## config.mk

```make
export PLATFORM = sky130hd
export DESIGN_NAME = line_tracker_top
export DESIGN_NICKNAME = d
export VERILOG_FILES = /design/src/rtl/tracker_sample_pkg.sv /design/src/rtl/tracker_cfg_pkg.sv /design/src/rtl/line_tracker_top.sv /design/src/rtl/sample_buffer.sv /design/src/rtl/tracker_sampler.sv /design/src/rtl/tracker_config_decode.sv /design/src/rtl/memory_embedded.sv
export VERILOG_INCLUDE_DIRS = /design/src /design/src/include
export SDC_FILE = /design/constraint.sdc
export NUM_CORES = 2
export LEC_CHECK = 0
export BUFFER_PORTS_ARGS = -buffer_cell sky130_fd_sc_hd__buf_2
export CAP_MARGIN = 20
export CORE_ASPECT_RATIO = 0.8
export CORE_MARGIN = 2
export CORE_UTILIZATION = 40
export CTS_CLUSTER_DIAMETER = 150
export DETAILED_ROUTE_END_ITERATION = 16
export GPL_TIMING_DRIVEN = 1
export MAX_ROUTING_LAYER = met4
export PLACE_DENSITY = 0.6
export SKIP_LAST_GASP = 1
export SLEW_MARGIN = 20
export SYNTH_ARGS = -nofsm -noshare
export SYNTH_HDL_FRONTEND = slang
export SYNTH_SLANG_ARGS = --single-unit
```

## constraint.sdc

```tcl
create_clock -name clock_i -period 14.88 [get_ports clock_i]
set_input_delay 4.464 -clock clock_i [delete_from_list [all_inputs] [get_ports clock_i]]
set_output_delay 4.464 -clock clock_i [all_outputs]
set_load 0.1 [all_outputs]
```

## src/include/line_tracker_macros.svh

```systemverilog
`ifndef LINE_TRACKER_MACROS_SVH
`define LINE_TRACKER_MACROS_SVH

// ----------------------------------------
// buffer geometry
// ----------------------------------------

// number of sample records held on chip
`define TRACKER_BUFFER_LIMIT 8

// log2 of the buffer limit, width of a buffer address
`define TRACKER_BW_ADDR 3

// ----------------------------------------
// cache geometry and sampling
// ----------------------------------------

// cache lines covered by one expired mask
`define TRACKER_N_LINES 16

// every n-th accepted access is sampled
`define TRACKER_FS_DEFAULT 3

`endif
```

## src/rtl/tracker_sample_pkg.sv

```systemverilog
`include "line_tracker_macros.svh"

package tracker_sample_pkg;

	// ----------------------------------------
	// sampled payload
	// ----------------------------------------

	// one bit per cache line whose eviction bit has expired
	typedef logic [`TRACKER_N_LINES-1:0] line_mask_t;

	// masks from the three ways of the cache
	typedef struct packed {
		line_mask_t way0;
		line_mask_t way1;
		line_mask_t way2;
	} expired_set_t;

	// running count of accepted accesses, wide enough never to wrap in practice
	typedef logic [127:0] trace_count_t;

	// ----------------------------------------
	// buffer bookkeeping
	// ----------------------------------------

	typedef logic [`TRACKER_BW_ADDR-1:0] buf_addr_t;

	// fill level as the host sees it
	typedef logic [31:0] fill_count_t;

	// one buffer entry
	typedef struct packed {
		expired_set_t expired;
		trace_count_t trace;
	} sample_rec_t;

endpackage

```

## src/rtl/tracker_cfg_pkg.sv

```systemverilog
`include "line_tracker_macros.svh"

package tracker_cfg_pkg;

	// ----------------------------------------
	// host configuration word
	// ----------------------------------------

	// field layout of the 32-bit word written by the host
	// bit 24 tracking enable, bit 23 buffer clear, bits 22:5 host read address
	typedef struct packed {
		logic [6:0]  rsvd_hi;
		logic        track;
		logic        clear;
		logic [17:0] host_addr_field;
		logic [4:0]  rsvd_lo;
	} config_word_t;

	// ----------------------------------------
	// decoded control
	// ----------------------------------------

	// tracking is a level, clear lasts a single cycle
	// host_addr only has the bits the buffer decodes
	typedef struct packed {
		logic                        tracking;
		logic                        clear;
		logic [`TRACKER_BW_ADDR-1:0] host_addr;
	} tracker_ctrl_t;

endpackage

```

## src/rtl/line_tracker_top.sv

```systemverilog
`timescale 1ns/1ps

`include "line_tracker_macros.svh"

module line_tracker_top
	import tracker_cfg_pkg::*;
	import tracker_sample_pkg::*;
#(
	parameter int FS = `TRACKER_FS_DEFAULT
) (
	input  logic         clock_i,
	input  logic         resetn_i,
	input  config_word_t config_i,
	input  logic         request_i,
	input  logic         en_i,
	input  expired_set_t expired_bits_i,
	output logic         stall_o,
	output fill_count_t  count_o,
	output trace_count_t trace_o,
	output expired_set_t expired_bits_o
);

	// ----------------------------------------
	// internal wiring
	// ----------------------------------------

	tracker_ctrl_t ctrl;
	logic          wr;
	buf_addr_t     wr_addr;
	sample_rec_t   wr_rec;
	sample_rec_t   rd_rec;

	// decode, registers the host word
	tracker_config_decode i_decode (
		.clock_i  (clock_i),
		.resetn_i (resetn_i),
		.config_i (config_i),
		.ctrl_o   (ctrl)
	);

	// execute, counting and sampling
	tracker_sampler #(
		.FS (FS)
	) i_sampler (
		.clock_i        (clock_i),
		.resetn_i       (resetn_i),
		.ctrl_i         (ctrl),
		.request_i      (request_i),
		.en_i           (en_i),
		.expired_bits_i (expired_bits_i),
		.wr_o           (wr),
		.wr_addr_o      (wr_addr),
		.wr_rec_o       (wr_rec),
		.count_o        (count_o),
		.stall_o        (stall_o)
	);

	// result, buffer memory and host readout
	sample_buffer i_buffer (
		.clock_i   (clock_i),
		.resetn_i  (resetn_i),
		.ctrl_i    (ctrl),
		.stall_i   (stall_o),
		.wr_i      (wr),
		.wr_addr_i (wr_addr),
		.wr_rec_i  (wr_rec),
		.rd_rec_o  (rd_rec)
	);

	assign trace_o        = rd_rec.trace;
	assign expired_bits_o = rd_rec.expired;

endmodule

```

## src/rtl/sample_buffer.sv

```systemverilog
`timescale 1ns/1ps

`include "line_tracker_macros.svh"

module sample_buffer
	import tracker_cfg_pkg::*;
	import tracker_sample_pkg::*;
(
	input  logic          clock_i,
	input  logic          resetn_i,
	input  tracker_ctrl_t ctrl_i,
	input  logic          stall_i,
	input  logic          wr_i,
	input  buf_addr_t     wr_addr_i,
	input  sample_rec_t   wr_rec_i,
	output sample_rec_t   rd_rec_o
);

	// ----------------------------------------
	// port arbitration
	// ----------------------------------------

	logic      sampler_port;
	logic      mem_wren;
	buf_addr_t mem_addr;

	// sampler keeps the port while tracking and not full
	// a pending write still gets it, so the last record lands before the host reads
	assign sampler_port = ctrl_i.tracking & (~stall_i | wr_i);
	assign mem_addr     = sampler_port ? wr_addr_i : ctrl_i.host_addr;
	assign mem_wren     = sampler_port & wr_i;

	// ----------------------------------------
	// entry valid tracking
	// ----------------------------------------

	// entries never written read back as zero
	logic [`TRACKER_BUFFER_LIMIT-1:0] valid_q;
	logic                             rd_valid_q;

	always_ff @(posedge clock_i) begin
		if (!resetn_i) begin
			valid_q    <= '0;
			rd_valid_q <= 1'b0;
		end else begin
			if (mem_wren) begin
				valid_q[mem_addr] <= 1'b1;
			end
			// aligned with the registered ram output
			rd_valid_q <= valid_q[mem_addr];
		end
	end

	// ----------------------------------------
	// memory banks
	// ----------------------------------------

	sample_rec_t rd_data;

	memory_embedded #(
		.N_ENTRIES (`TRACKER_BUFFER_LIMIT),
		.BW_DATA   ($bits(line_mask_t))
	) i_mem_way0 (
		.clock_i (clock_i),
		.wren_i  (mem_wren),
		.addr_i  (mem_addr),
		.data_i  (wr_rec_i.expired.way0),
		.data_o  (rd_data.expired.way0)
	);

	memory_embedded #(
		.N_ENTRIES (`TRACKER_BUFFER_LIMIT),
		.BW_DATA   ($bits(line_mask_t))
	) i_mem_way1 (
		.clock_i (clock_i),
		.wren_i  (mem_wren),
		.addr_i  (mem_addr),
		.data_i  (wr_rec_i.expired.way1),
		.data_o  (rd_data.expired.way1)
	);

	memory_embedded #(
		.N_ENTRIES (`TRACKER_BUFFER_LIMIT),
		.BW_DATA   ($bits(line_mask_t))
	) i_mem_way2 (
		.clock_i (clock_i),
		.wren_i  (mem_wren),
		.addr_i  (mem_addr),
		.data_i  (wr_rec_i.expired.way2),
		.data_o  (rd_data.expired.way2)
	);

	// trace bank is the wide one
	memory_embedded #(
		.N_ENTRIES (`TRACKER_BUFFER_LIMIT),
		.BW_DATA   ($bits(trace_count_t))
	) i_mem_trace (
		.clock_i (clock_i),
		.wren_i  (mem_wren),
		.addr_i  (mem_addr),
		.data_i  (wr_rec_i.trace),
		.data_o  (rd_data.trace)
	);

	assign rd_rec_o = rd_valid_q ? rd_data : '0;

endmodule

```

## src/rtl/tracker_sampler.sv

```systemverilog
`timescale 1ns/1ps

`include "line_tracker_macros.svh"

module tracker_sampler
	import tracker_cfg_pkg::*;
	import tracker_sample_pkg::*;
#(
	parameter int FS = `TRACKER_FS_DEFAULT
) (
	input  logic          clock_i,
	input  logic          resetn_i,
	input  tracker_ctrl_t ctrl_i,
	input  logic          request_i,
	input  logic          en_i,
	input  expired_set_t  expired_bits_i,
	output logic          wr_o,
	output buf_addr_t     wr_addr_o,
	output sample_rec_t   wr_rec_o,
	output fill_count_t   count_o,
	output logic          stall_o
);

	// ----------------------------------------
	// constants
	// ----------------------------------------

	// period counter width, at least one bit so FS of 1 still builds
	localparam int BW_PERIOD = (FS > 1) ? $clog2(FS) : 1;
	localparam logic [BW_PERIOD-1:0] PERIOD_LAST = BW_PERIOD'(FS - 1);
	localparam fill_count_t FILL_FULL = fill_count_t'(`TRACKER_BUFFER_LIMIT);

	// ----------------------------------------
	// state
	// ----------------------------------------

	logic [BW_PERIOD-1:0] period_q;
	trace_count_t         trace_q;
	fill_count_t          count_q;
	logic                 stall_q;
	logic                 wr_q;

	// record and address staged for the buffer
	buf_addr_t            wr_addr_q;
	sample_rec_t          wr_rec_q;

	// ----------------------------------------
	// access qualification
	// ----------------------------------------

	logic         accept;
	logic         sample;
	trace_count_t trace_next;
	fill_count_t  count_next;

	// an access counts only while tracking, enabled and not held off
	assign accept     = ctrl_i.tracking & en_i & request_i & ~stall_q;
	// last access of the current period gets sampled
	assign sample     = accept & (period_q == PERIOD_LAST);
	// the stored count includes the access being sampled
	assign trace_next = trace_q + 1'b1;
	assign count_next = count_q + 1'b1;

	// control state
	always_ff @(posedge clock_i) begin
		if (!resetn_i) begin
			period_q <= '0;
			trace_q  <= '0;
			count_q  <= '0;
			stall_q  <= 1'b0;
			wr_q     <= 1'b0;
		end else if (ctrl_i.clear) begin
			// clear wins over a sample on the same edge
			period_q <= '0;
			trace_q  <= '0;
			count_q  <= '0;
			stall_q  <= 1'b0;
			wr_q     <= 1'b0;
		end else begin
			wr_q <= sample;
			if (accept) begin
				trace_q  <= trace_next;
				period_q <= sample ? '0 : period_q + 1'b1;
			end
			if (sample) begin
				count_q <= count_next;
				// hold the cache controller once the last slot is taken
				stall_q <= (count_next == FILL_FULL);
			end
		end
	end

	// payload, only loaded when a sample is taken
	always_ff @(posedge clock_i) begin
		if (sample) begin
			wr_addr_q        <= count_q[`TRACKER_BW_ADDR-1:0];
			wr_rec_q.expired <= expired_bits_i;
			wr_rec_q.trace   <= trace_next;
		end
	end

	// ----------------------------------------
	// outputs
	// ----------------------------------------

	assign wr_o      = wr_q;
	assign wr_addr_o = wr_addr_q;
	assign wr_rec_o  = wr_rec_q;
	assign count_o   = count_q;
	assign stall_o   = stall_q;

endmodule

```

## src/rtl/tracker_config_decode.sv

```systemverilog
`timescale 1ns/1ps

`include "line_tracker_macros.svh"

module tracker_config_decode
	import tracker_cfg_pkg::*;
(
	input  logic          clock_i,
	input  logic          resetn_i,
	input  config_word_t  config_i,
	output tracker_ctrl_t ctrl_o
);

	// ----------------------------------------
	// config register
	// ----------------------------------------

	// registered copy of the host word, also serves as the previous value
	// of the clear bit for edge detection
	config_word_t cfg_q;

	// single-cycle clear, high the cycle after the clear bit rose
	logic clear_q;

	always_ff @(posedge clock_i) begin
		if (!resetn_i) begin
			cfg_q   <= '0;
			clear_q <= 1'b0;
		end else begin
			cfg_q   <= config_i;
			// rising edge only, so a held clear bit does not keep wiping records
			clear_q <= config_i.clear & ~cfg_q.clear;
		end
	end

	// ----------------------------------------
	// decoded control
	// ----------------------------------------

	assign ctrl_o.tracking  = cfg_q.track;
	assign ctrl_o.clear     = clear_q;
	// host address starts at bit 5 of the word, buffer decodes only the low bits
	assign ctrl_o.host_addr = cfg_q.host_addr_field[`TRACKER_BW_ADDR-1:0];

endmodule

```

## src/rtl/memory_embedded.sv

```systemverilog
`timescale 1ns/1ps

module memory_embedded #(
	parameter int N_ENTRIES = 8,
	parameter int BW_DATA   = 16
) (
	input  logic                         clock_i,
	input  logic                         wren_i,
	input  logic [$clog2(N_ENTRIES)-1:0] addr_i,
	input  logic [BW_DATA-1:0]           data_i,
	output logic [BW_DATA-1:0]           data_o
);

	// ----------------------------------------
	// storage
	// ----------------------------------------

	logic [BW_DATA-1:0] mem [N_ENTRIES];
	logic [BW_DATA-1:0] rd_q;

	// single port, write when enabled
	// read data registered every cycle, old contents on a write
	always_ff @(posedge clock_i) begin
		if (wren_i) begin
			mem[addr_i] <= data_i;
		end
		rd_q <= mem[addr_i];
	end

	assign data_o = rd_q;

endmodule

```

After elaboration in Yosys (flattened, before gate mapping)
Memory sizes are Yosys's and may differ from the RTL's. A register that Yosys moved wholly into a read port is not among the register bits.
Cells that the tools add are included.
{"block": "totals", "ff_bits": 358, "ram_bits": 1408, "output_inout_bits": 209, "n_memories": 4}
{"block": "op_classes", "n_addsub": 3, "magnitude_cmp": 2, "n_eq_ne": 2, "n_mux": 9, "bitwise_logic": 12, "reduce_logical": 2}
{"name": "i_buffer.i_mem_trace.mem", "depth": 8, "width": 128, "rd": 1, "rd_ports_with_merged_regs": 1, "wr": 1, "line": "memory_embedded.sv:18", "rtl": "logic [BW_DATA-1:0] mem [N_ENTRIES];"}
{"name": "i_buffer.i_mem_way0.mem", "depth": 8, "width": 16, "rd": 1, "rd_ports_with_merged_regs": 1, "wr": 1, "line": "memory_embedded.sv:18"}
{"name": "i_buffer.i_mem_way1.mem", "depth": 8, "width": 16, "rd": 1, "rd_ports_with_merged_regs": 1, "wr": 1, "line": "memory_embedded.sv:18"}
{"name": "i_buffer.i_mem_way2.mem", "depth": 8, "width": 16, "rd": 1, "rd_ports_with_merged_regs": 1, "wr": 1, "line": "memory_embedded.sv:18"}
{"cell": "176-bit two-way mux", "n": 1}
{"cell": "128-bit by 1-bit adder with 128-bit output, second input constant", "n": 1}
{"cell": "32-bit by 1-bit adder with 32-bit output, second input constant", "n": 1}
{"cell": "32-bit by 4-bit == test with 1-bit output, second input constant", "n": 1}
{"cell": "8-bit OR", "n": 1}
{"cell": "1-bit AND", "n": 7}
{"cell": "3-bit by 4-bit less-than comparator with 1-bit output, second input constant", "n": 1}
{"cell": "1-bit two-way mux", "n": 4}
{"cell": "1-bit binary-select mux with 3-bit select", "n": 1}
{"cell": "1-bit demux with 3-bit select", "n": 1}
{"cell": "3-bit by 1-bit greater-or-equal comparator with 1-bit output, second input constant", "n": 1}
{"cell": "3-bit two-way mux", "n": 1}
{"cell": "1-bit NOT", "n": 3}
{"cell": "2-bit by 1-bit adder with 2-bit output, second input constant", "n": 1}
{"cell": "2-bit == test, second input constant", "n": 1}
{"cell": "2-bit two-way mux", "n": 1}
{"cell": "2-bit OR reduction", "n": 1}
{"cell": "1-bit logical AND", "n": 1}
{"cell": "1-bit OR", "n": 1}

Depth between registers and ports, before layout
{"block": "depth", "ltp_word": 9, "ltp_mapped": 10, "ltp_nobuf": 9}

By module
From an unflattened synthesis, not the netlist that was laid out.
{"block": "unflattened", "hier_cells": 4336, "area_unflattened_um2": 74806.7}
{"mod": "memory_embedded at i_buffer.i_mem_trace", "n_inst": 1, "cells_per_inst": 1806, "area_each_um2": 41262.1, "seq_area_each_um2": 33311.9}
{"mod": "memory_embedded at i_buffer.i_mem_way0 ...", "n_inst": 3, "cells_per_inst": 238, "area_each_um2": 5292.6, "seq_area_each_um2": 4164.0}
{"mod": "tracker_sampler", "n_inst": 1, "cells_per_inst": 1551, "area_each_um2": 15751.4, "seq_area_each_um2": 8658.3}
{"mod": "sample_buffer", "n_inst": 1, "cells_per_inst": 248, "area_each_um2": 1711.6, "seq_area_each_um2": 180.2}
{"mod": "tracker_config_decode", "n_inst": 1, "cells_per_inst": 17, "area_each_um2": 203.9, "seq_area_each_um2": 120.1}

Worst setup path before layout
Ideal clock, no wire load.
{"block": "synth_path", "path_type": "register to register", "startpoint": "register i_sampler.stall_q (netlist: i_sampler.stall_o)", "endpoint": "memory i_buffer.i_mem_trace.mem[1][0] (netlist bit), enable pin", "arrival_ps": 14246, "path_slack_ps": -295, "path_stages_with_launch": 6, "path_buffers": 1, "cell_sequence": "dfxtp_1 > inv_1 > o21ai_1 > mux2_2 > buf_1 > nor3_1"}
{"block": "synth_between", "elab_chain_len": 6, "word_cells_on_any_way": 7, "cone_classes": "mux (3); bitwise (4)"}
{"item": "start, declared", "line": "tracker_sampler.sv:40", "rtl": "logic stall_q;"}
{"item": "start signal, assigned", "line": "tracker_sampler.sv:88", "rtl": "stall_q <= (count_next == FILL_FULL);"}
{"item": "1-bit NOT (*)", "line": "sample_buffer.sv:29", "rtl": "assign sampler_port = ctrl_i.tracking & (~stall_i | wr_i);"}
{"item": "1-bit OR (*)", "line": "sample_buffer.sv:29"}
{"item": "1-bit AND (*)", "line": "sample_buffer.sv:29"}
{"item": "1-bit AND", "line": "sample_buffer.sv:31", "rtl": "assign mem_wren = sampler_port & wr_i;"}
{"item": "1-bit two-way mux", "line": "memory_embedded.sv:24", "rtl": "if (wren_i) begin"}
{"item": "1-bit two-way mux (implied by the code)", "line": "memory_embedded.sv:25", "rtl": "mem[addr_i] <= data_i;"}
{"item": "end, declared", "line": "memory_embedded.sv:18"}
Mark *: on every way between the ends. The rest lies on a longest branch, timed or not.

Worst setup path in the final report
{"block": "layout_path", "startpoint": "input port request_i", "endpoint": "register i_sampler.wr_rec_q (netlist bit i_sampler.wr_rec_o[130]), enable pin"}
{"block": "layout_between", "elab_chain_len": 3}
{"item": "start, declared", "line": "line_tracker_top.sv:14", "rtl": "input logic request_i,"}
{"item": "1-bit AND (2 in series)", "line": "tracker_sampler.sv:57", "rtl": "assign accept = ctrl_i.tracking & en_i & request_i & ~stall_q;"}
{"item": "1-bit AND", "line": "tracker_sampler.sv:59", "rtl": "assign sample = accept & (period_q == PERIOD_LAST);"}
{"item": "end, declared", "line": "tracker_sampler.sv:45", "rtl": "sample_rec_t wr_rec_q;"}
No other way between the ends.
A chain may end at the register's enable or synchronous reset.

==> reports/results.tsv <==
stage	metric	value	unit
layout	post-route-cell-area	85530	um2
yosys	synth_area	75410	um2
critical_path	crit_path_frequent_cell	buf_4	
route	antenna_left	0	
yosys	synth_fp_nets	6352	
critical_path	cp.required	15330	ps
run_status	status	finished clean	
power_and_ir_drop	power_density	128.6	nW/um2
sta	skew	56.70	ps
clock_tree	cts_resized	0	
floorplanning	die_w	489.4	um
floorplanning	die_area	192000	um2
power_and_ir_drop	peakVddDrop	0.09600	mV
route	drt-total-wl	183200	um
floorplanning	initial_utilization	40.27	%
sta	hold_viol	0	
yosys	postSynthAreaPerCell	12.04	um2
sta	worst-slew-pin-transition	1188	ps
yosys	yosys_warnings	0	
layout	area_growth	13.43	%
sta	hold_ws	381.6	ps
sta	drv_slew	0	
layout	nets	6501	
floorplanning	ioPinCount	293	
clock_tree	cts_buffer_depth	3	
clock_tree	insertion_delay	830	ps
floorplanning	num_rows	142	
global_route	grt_pass1_vias	45300	
critical_path	crit_buf_inv	5	
clock_tree	cts_hold_buf	0	
place	dp_slack	6598	ps
critical_path	crit_family	buffers and inverters	
clock_tree	cts_max_level	4	
place	numPortBuffers	265	
clock_tree	clock_sinks	1942	
critical_path	cp-end-kind	flip-flop	
layout	instances_no_fill	9112	
min_path	hp-class	reg -> reg	
sta	post-route-period-util	49.92	%
place	dp.cells	8741	
critical_path	crit_arrival	7880	ps
clock_tree	cts_setup_buffers	0	
global_route	antenna_found_initial	18	
yosys	ys_dominant_reg_cell	edfxtp_1	
critical_path	crit_slowest_cell	buf_4	
clock_tree	cts_tree	done	
critical_path	worstPathCellList	buf_2 > and4b_2 > buf_4 > nand2_1 > inv_8 > buf_4 > buf_4	
clock_tree	root_buffer	clkbuf_16	
flow_run	max_cap_viol_count	0	
floorplanning	design.core.area	187300	um2
sta	fin_ws	7452	ps
yosys	ys_seq_area_share	72.62	%
clock_tree	clkSlewWorstSetupHoldPaths	60	ps
yosys	synthArstFlopShare	0	%
route	first_iter_violations	4269	
critical_path	cp-start-kind	input pin	
yosys	synth_edf_count	1587	
critical_path	critPathMaxStageDelay	710	ps
layout	drive_above_1_share	9.834	%
route	wire_per_inst	20.11	um
sta	slew_headroom	20.80	%
yosys	synth_seq_cells	1942	
yosys	synthCells	6264	
yosys	synth_cell_types	56	
place	dpl_cell_area	79240	um2
layout	post-route-util	45.67	%
sta	setup_violations	0	
global_route	grt_max_degree	182	
global_route	grt_usage	19.39	%
route	firstDrtPassIters	7	
route	vias_per_cell	5.163	
place	place.gp.congestion	0.8614	
critical_path	crit_path_max_fanout	61	
critical_path	critPathKind	in -> reg	
global_route	overflow	0	
clock_tree	numCtsBuffers	190	
global_route	grt_first_pass_wirelength	277900	um
place	dpl.hpwl	95970	um
power_and_ir_drop	total_leakage_power	0.03178	uW
sta	fmax	0.1346	GHz
floorplanning	die_height	392.3	um
sta	fin_crit	7428	ps
route	drc	0	
route	vias	47050	
sta	rsz0062_at_grt	no	
==> layer usage <==
metal	routed length [um]	vias up	GRT usage (%)
met3	11040	231	3.189
li1	-	22300	-
met2	84640	1339	29.38
met5	0	-	-
met4	3508	0	4.652
met1	84040	23180	27.35
==> sequential cells by signal, indices dropped and copies added, names as in the netlist, 3 cells and up <==
register	count
i_buffer.i_mem_trace.data_o	128
i_buffer.i_mem_trace.mem	1024
i_buffer.i_mem_way0.data_o	16
i_buffer.i_mem_way0.mem	128
i_buffer.i_mem_way1.data_o	16
i_buffer.i_mem_way1.mem	128
i_buffer.i_mem_way2.data_o	16
i_buffer.i_mem_way2.mem	128
i_buffer.valid_q	8
i_decode.ctrl_o	4
i_sampler.count_o	32
i_sampler.trace_q	128
i_sampler.wr_addr_o	3
i_sampler.wr_rec_o	176
==> where the power goes <==
part / internal, uW / switching, uW
combinational: 86.7 / 313
clock: 2670 / 2080
sequential: 5830 / 18.5
total: 8590 / 2410
==> cell type report <==
class,instances,area [um2]
clock inverters,81,929.6
clock buffers,277,5323
diodes,13,32.53
repair buffers,328,1962
multi-input cells,3941,19320
well taps,2520,3153
inverters,10,45.04
fillers,16860,101700
flip-flops and latches,1942,54770
==> stage by stage <==
stage	setup TNS, ps	power, uW
CTS	0	11120
global placement	0	6373
floorplan	-268150	6240
detailed placement	0	6374
global route	0	11370
finish	0	11000
==> Yosys cell counts (3+ instances only) <==
| library cell | instances | area share (%) |
|---|---|---|
| nand2_1 | 1714 | 8.5 |
| edfxtp_1 | 1587 | 63 |
| nand3_1 | 961 | 6.4 |
| dfxtp_1 | 355 | 9.4 |
| clkbuf_1 | 344 | 1.7 |
| nor2_1 | 235 | 1.2 |
| o21ai_0 | 194 | 1.3 |
| and2_1 | 193 | 1.6 |
| xnor2_1 | 140 | 1.6 |
| xor2_1 | 134 | 1.6 |
| nor3_1 | 74 | 0.49 |
| nand4_1 | 71 | 0.59 |
| and3_1 | 39 | 0.32 |
| nor4_1 | 29 | 0.24 |
| or3_1 | 25 | 0.21 |
| a21oi_1 | 22 | 0.15 |
| and4_1 | 22 | 0.26 |
| buf_1 | 20 | 0.10 |
| or4_1 | 11 | 0.11 |
| inv_1 | 9 | 0.045 |
| o21a_1 | 9 | 0.090 |
| or2_2 | 8 | 0.066 |
| buf_2 | 5 | 0.033 |
| mux2i_1 | 5 | 0.066 |
| ha_1 | 4 | 0.066 |
| nand2b_1 | 4 | 0.033 |
| o31ai_1 | 4 | 0.040 |
| a31oi_1 | 3 | 0.025 |
| and4b_1 | 3 | 0.040 |
| mux2_2 | 3 | 0.045 |
| nor2b_1 | 3 | 0.025 |
| nor4_2 | 3 | 0.050 |
==> final timing paths <==
check / from / to / slack, ps / depth (start not counted)
worst max-delay path: request_i / i_sampler.wr_rec_o[130]$_DFFE_PP_ / 7450 / 7
worst min-delay path: i_decode.cfg_q[23]$_SDFF_PN0_ / i_decode.clear_q$_SDFF_PN0_ / 380 / 1
worst max register to register: i_sampler.stall_o$_SDFFE_PP0P_ / i_buffer.i_mem_trace.data_o[67]$_DFF_P_ / 9410 / 10
worst min register to register: i_decode.cfg_q[23]$_SDFF_PN0_ / i_decode.clear_q$_SDFF_PN0_ / 380 / 1
==> layout by cell type, fill, tap and decap left out, types with 7 or more instances in the layout <==
master,synthesis,layout
bufinv_16,0,9
clkinv_16,0,9
or2_2,8,8
buf_2,5,265
inv_1,9,9
buf_12,0,13
clkinvlp_4,0,7
and3_1,39,39
o21a_1,9,9
clkinv_2,0,32
clkbuf_16,0,191
edfxtp_1,1587,1587
xor2_1,134,134
or3_1,25,25
clkbuf_8,0,22
and2_1,193,193
nand2_1,1714,1714
clkbuf_1,344,64
nor4_1,29,29
or4_1,11,11
buf_4,0,50
o21ai_0,194,194
clkinv_1,0,14
nand4_1,71,71
nand3_1,961,961
a21oi_1,22,22
and4_1,22,22
nor3_2,0,8
diode_2,0,13
nor3_1,74,66
xnor2_1,140,140
nor2_1,235,235
dfxtp_1,355,354
==> kinds of logic (layout without fill, tap and decap cells) <==
kind of cell / after synthesis / count (layout) / share of synthesized area (%)
buffers and inverters: 381 / 696 / 1.916
AO/OA/AOI/OAI: 247 / 247 / 1.756
AND/OR/NAND/NOR: 3406 / 3406 / 20.28
other: 0 / 13 / 0
multiplexers: 10 / 10 / 0.1709
XOR/XNOR: 274 / 274 / 3.183
flip-flops: 1942 / 1942 / 72.62
adder cells (fa/ha/maj): 4 / 4 / 0.06637
No activity file was read; power rests on OpenSTA's default activity.
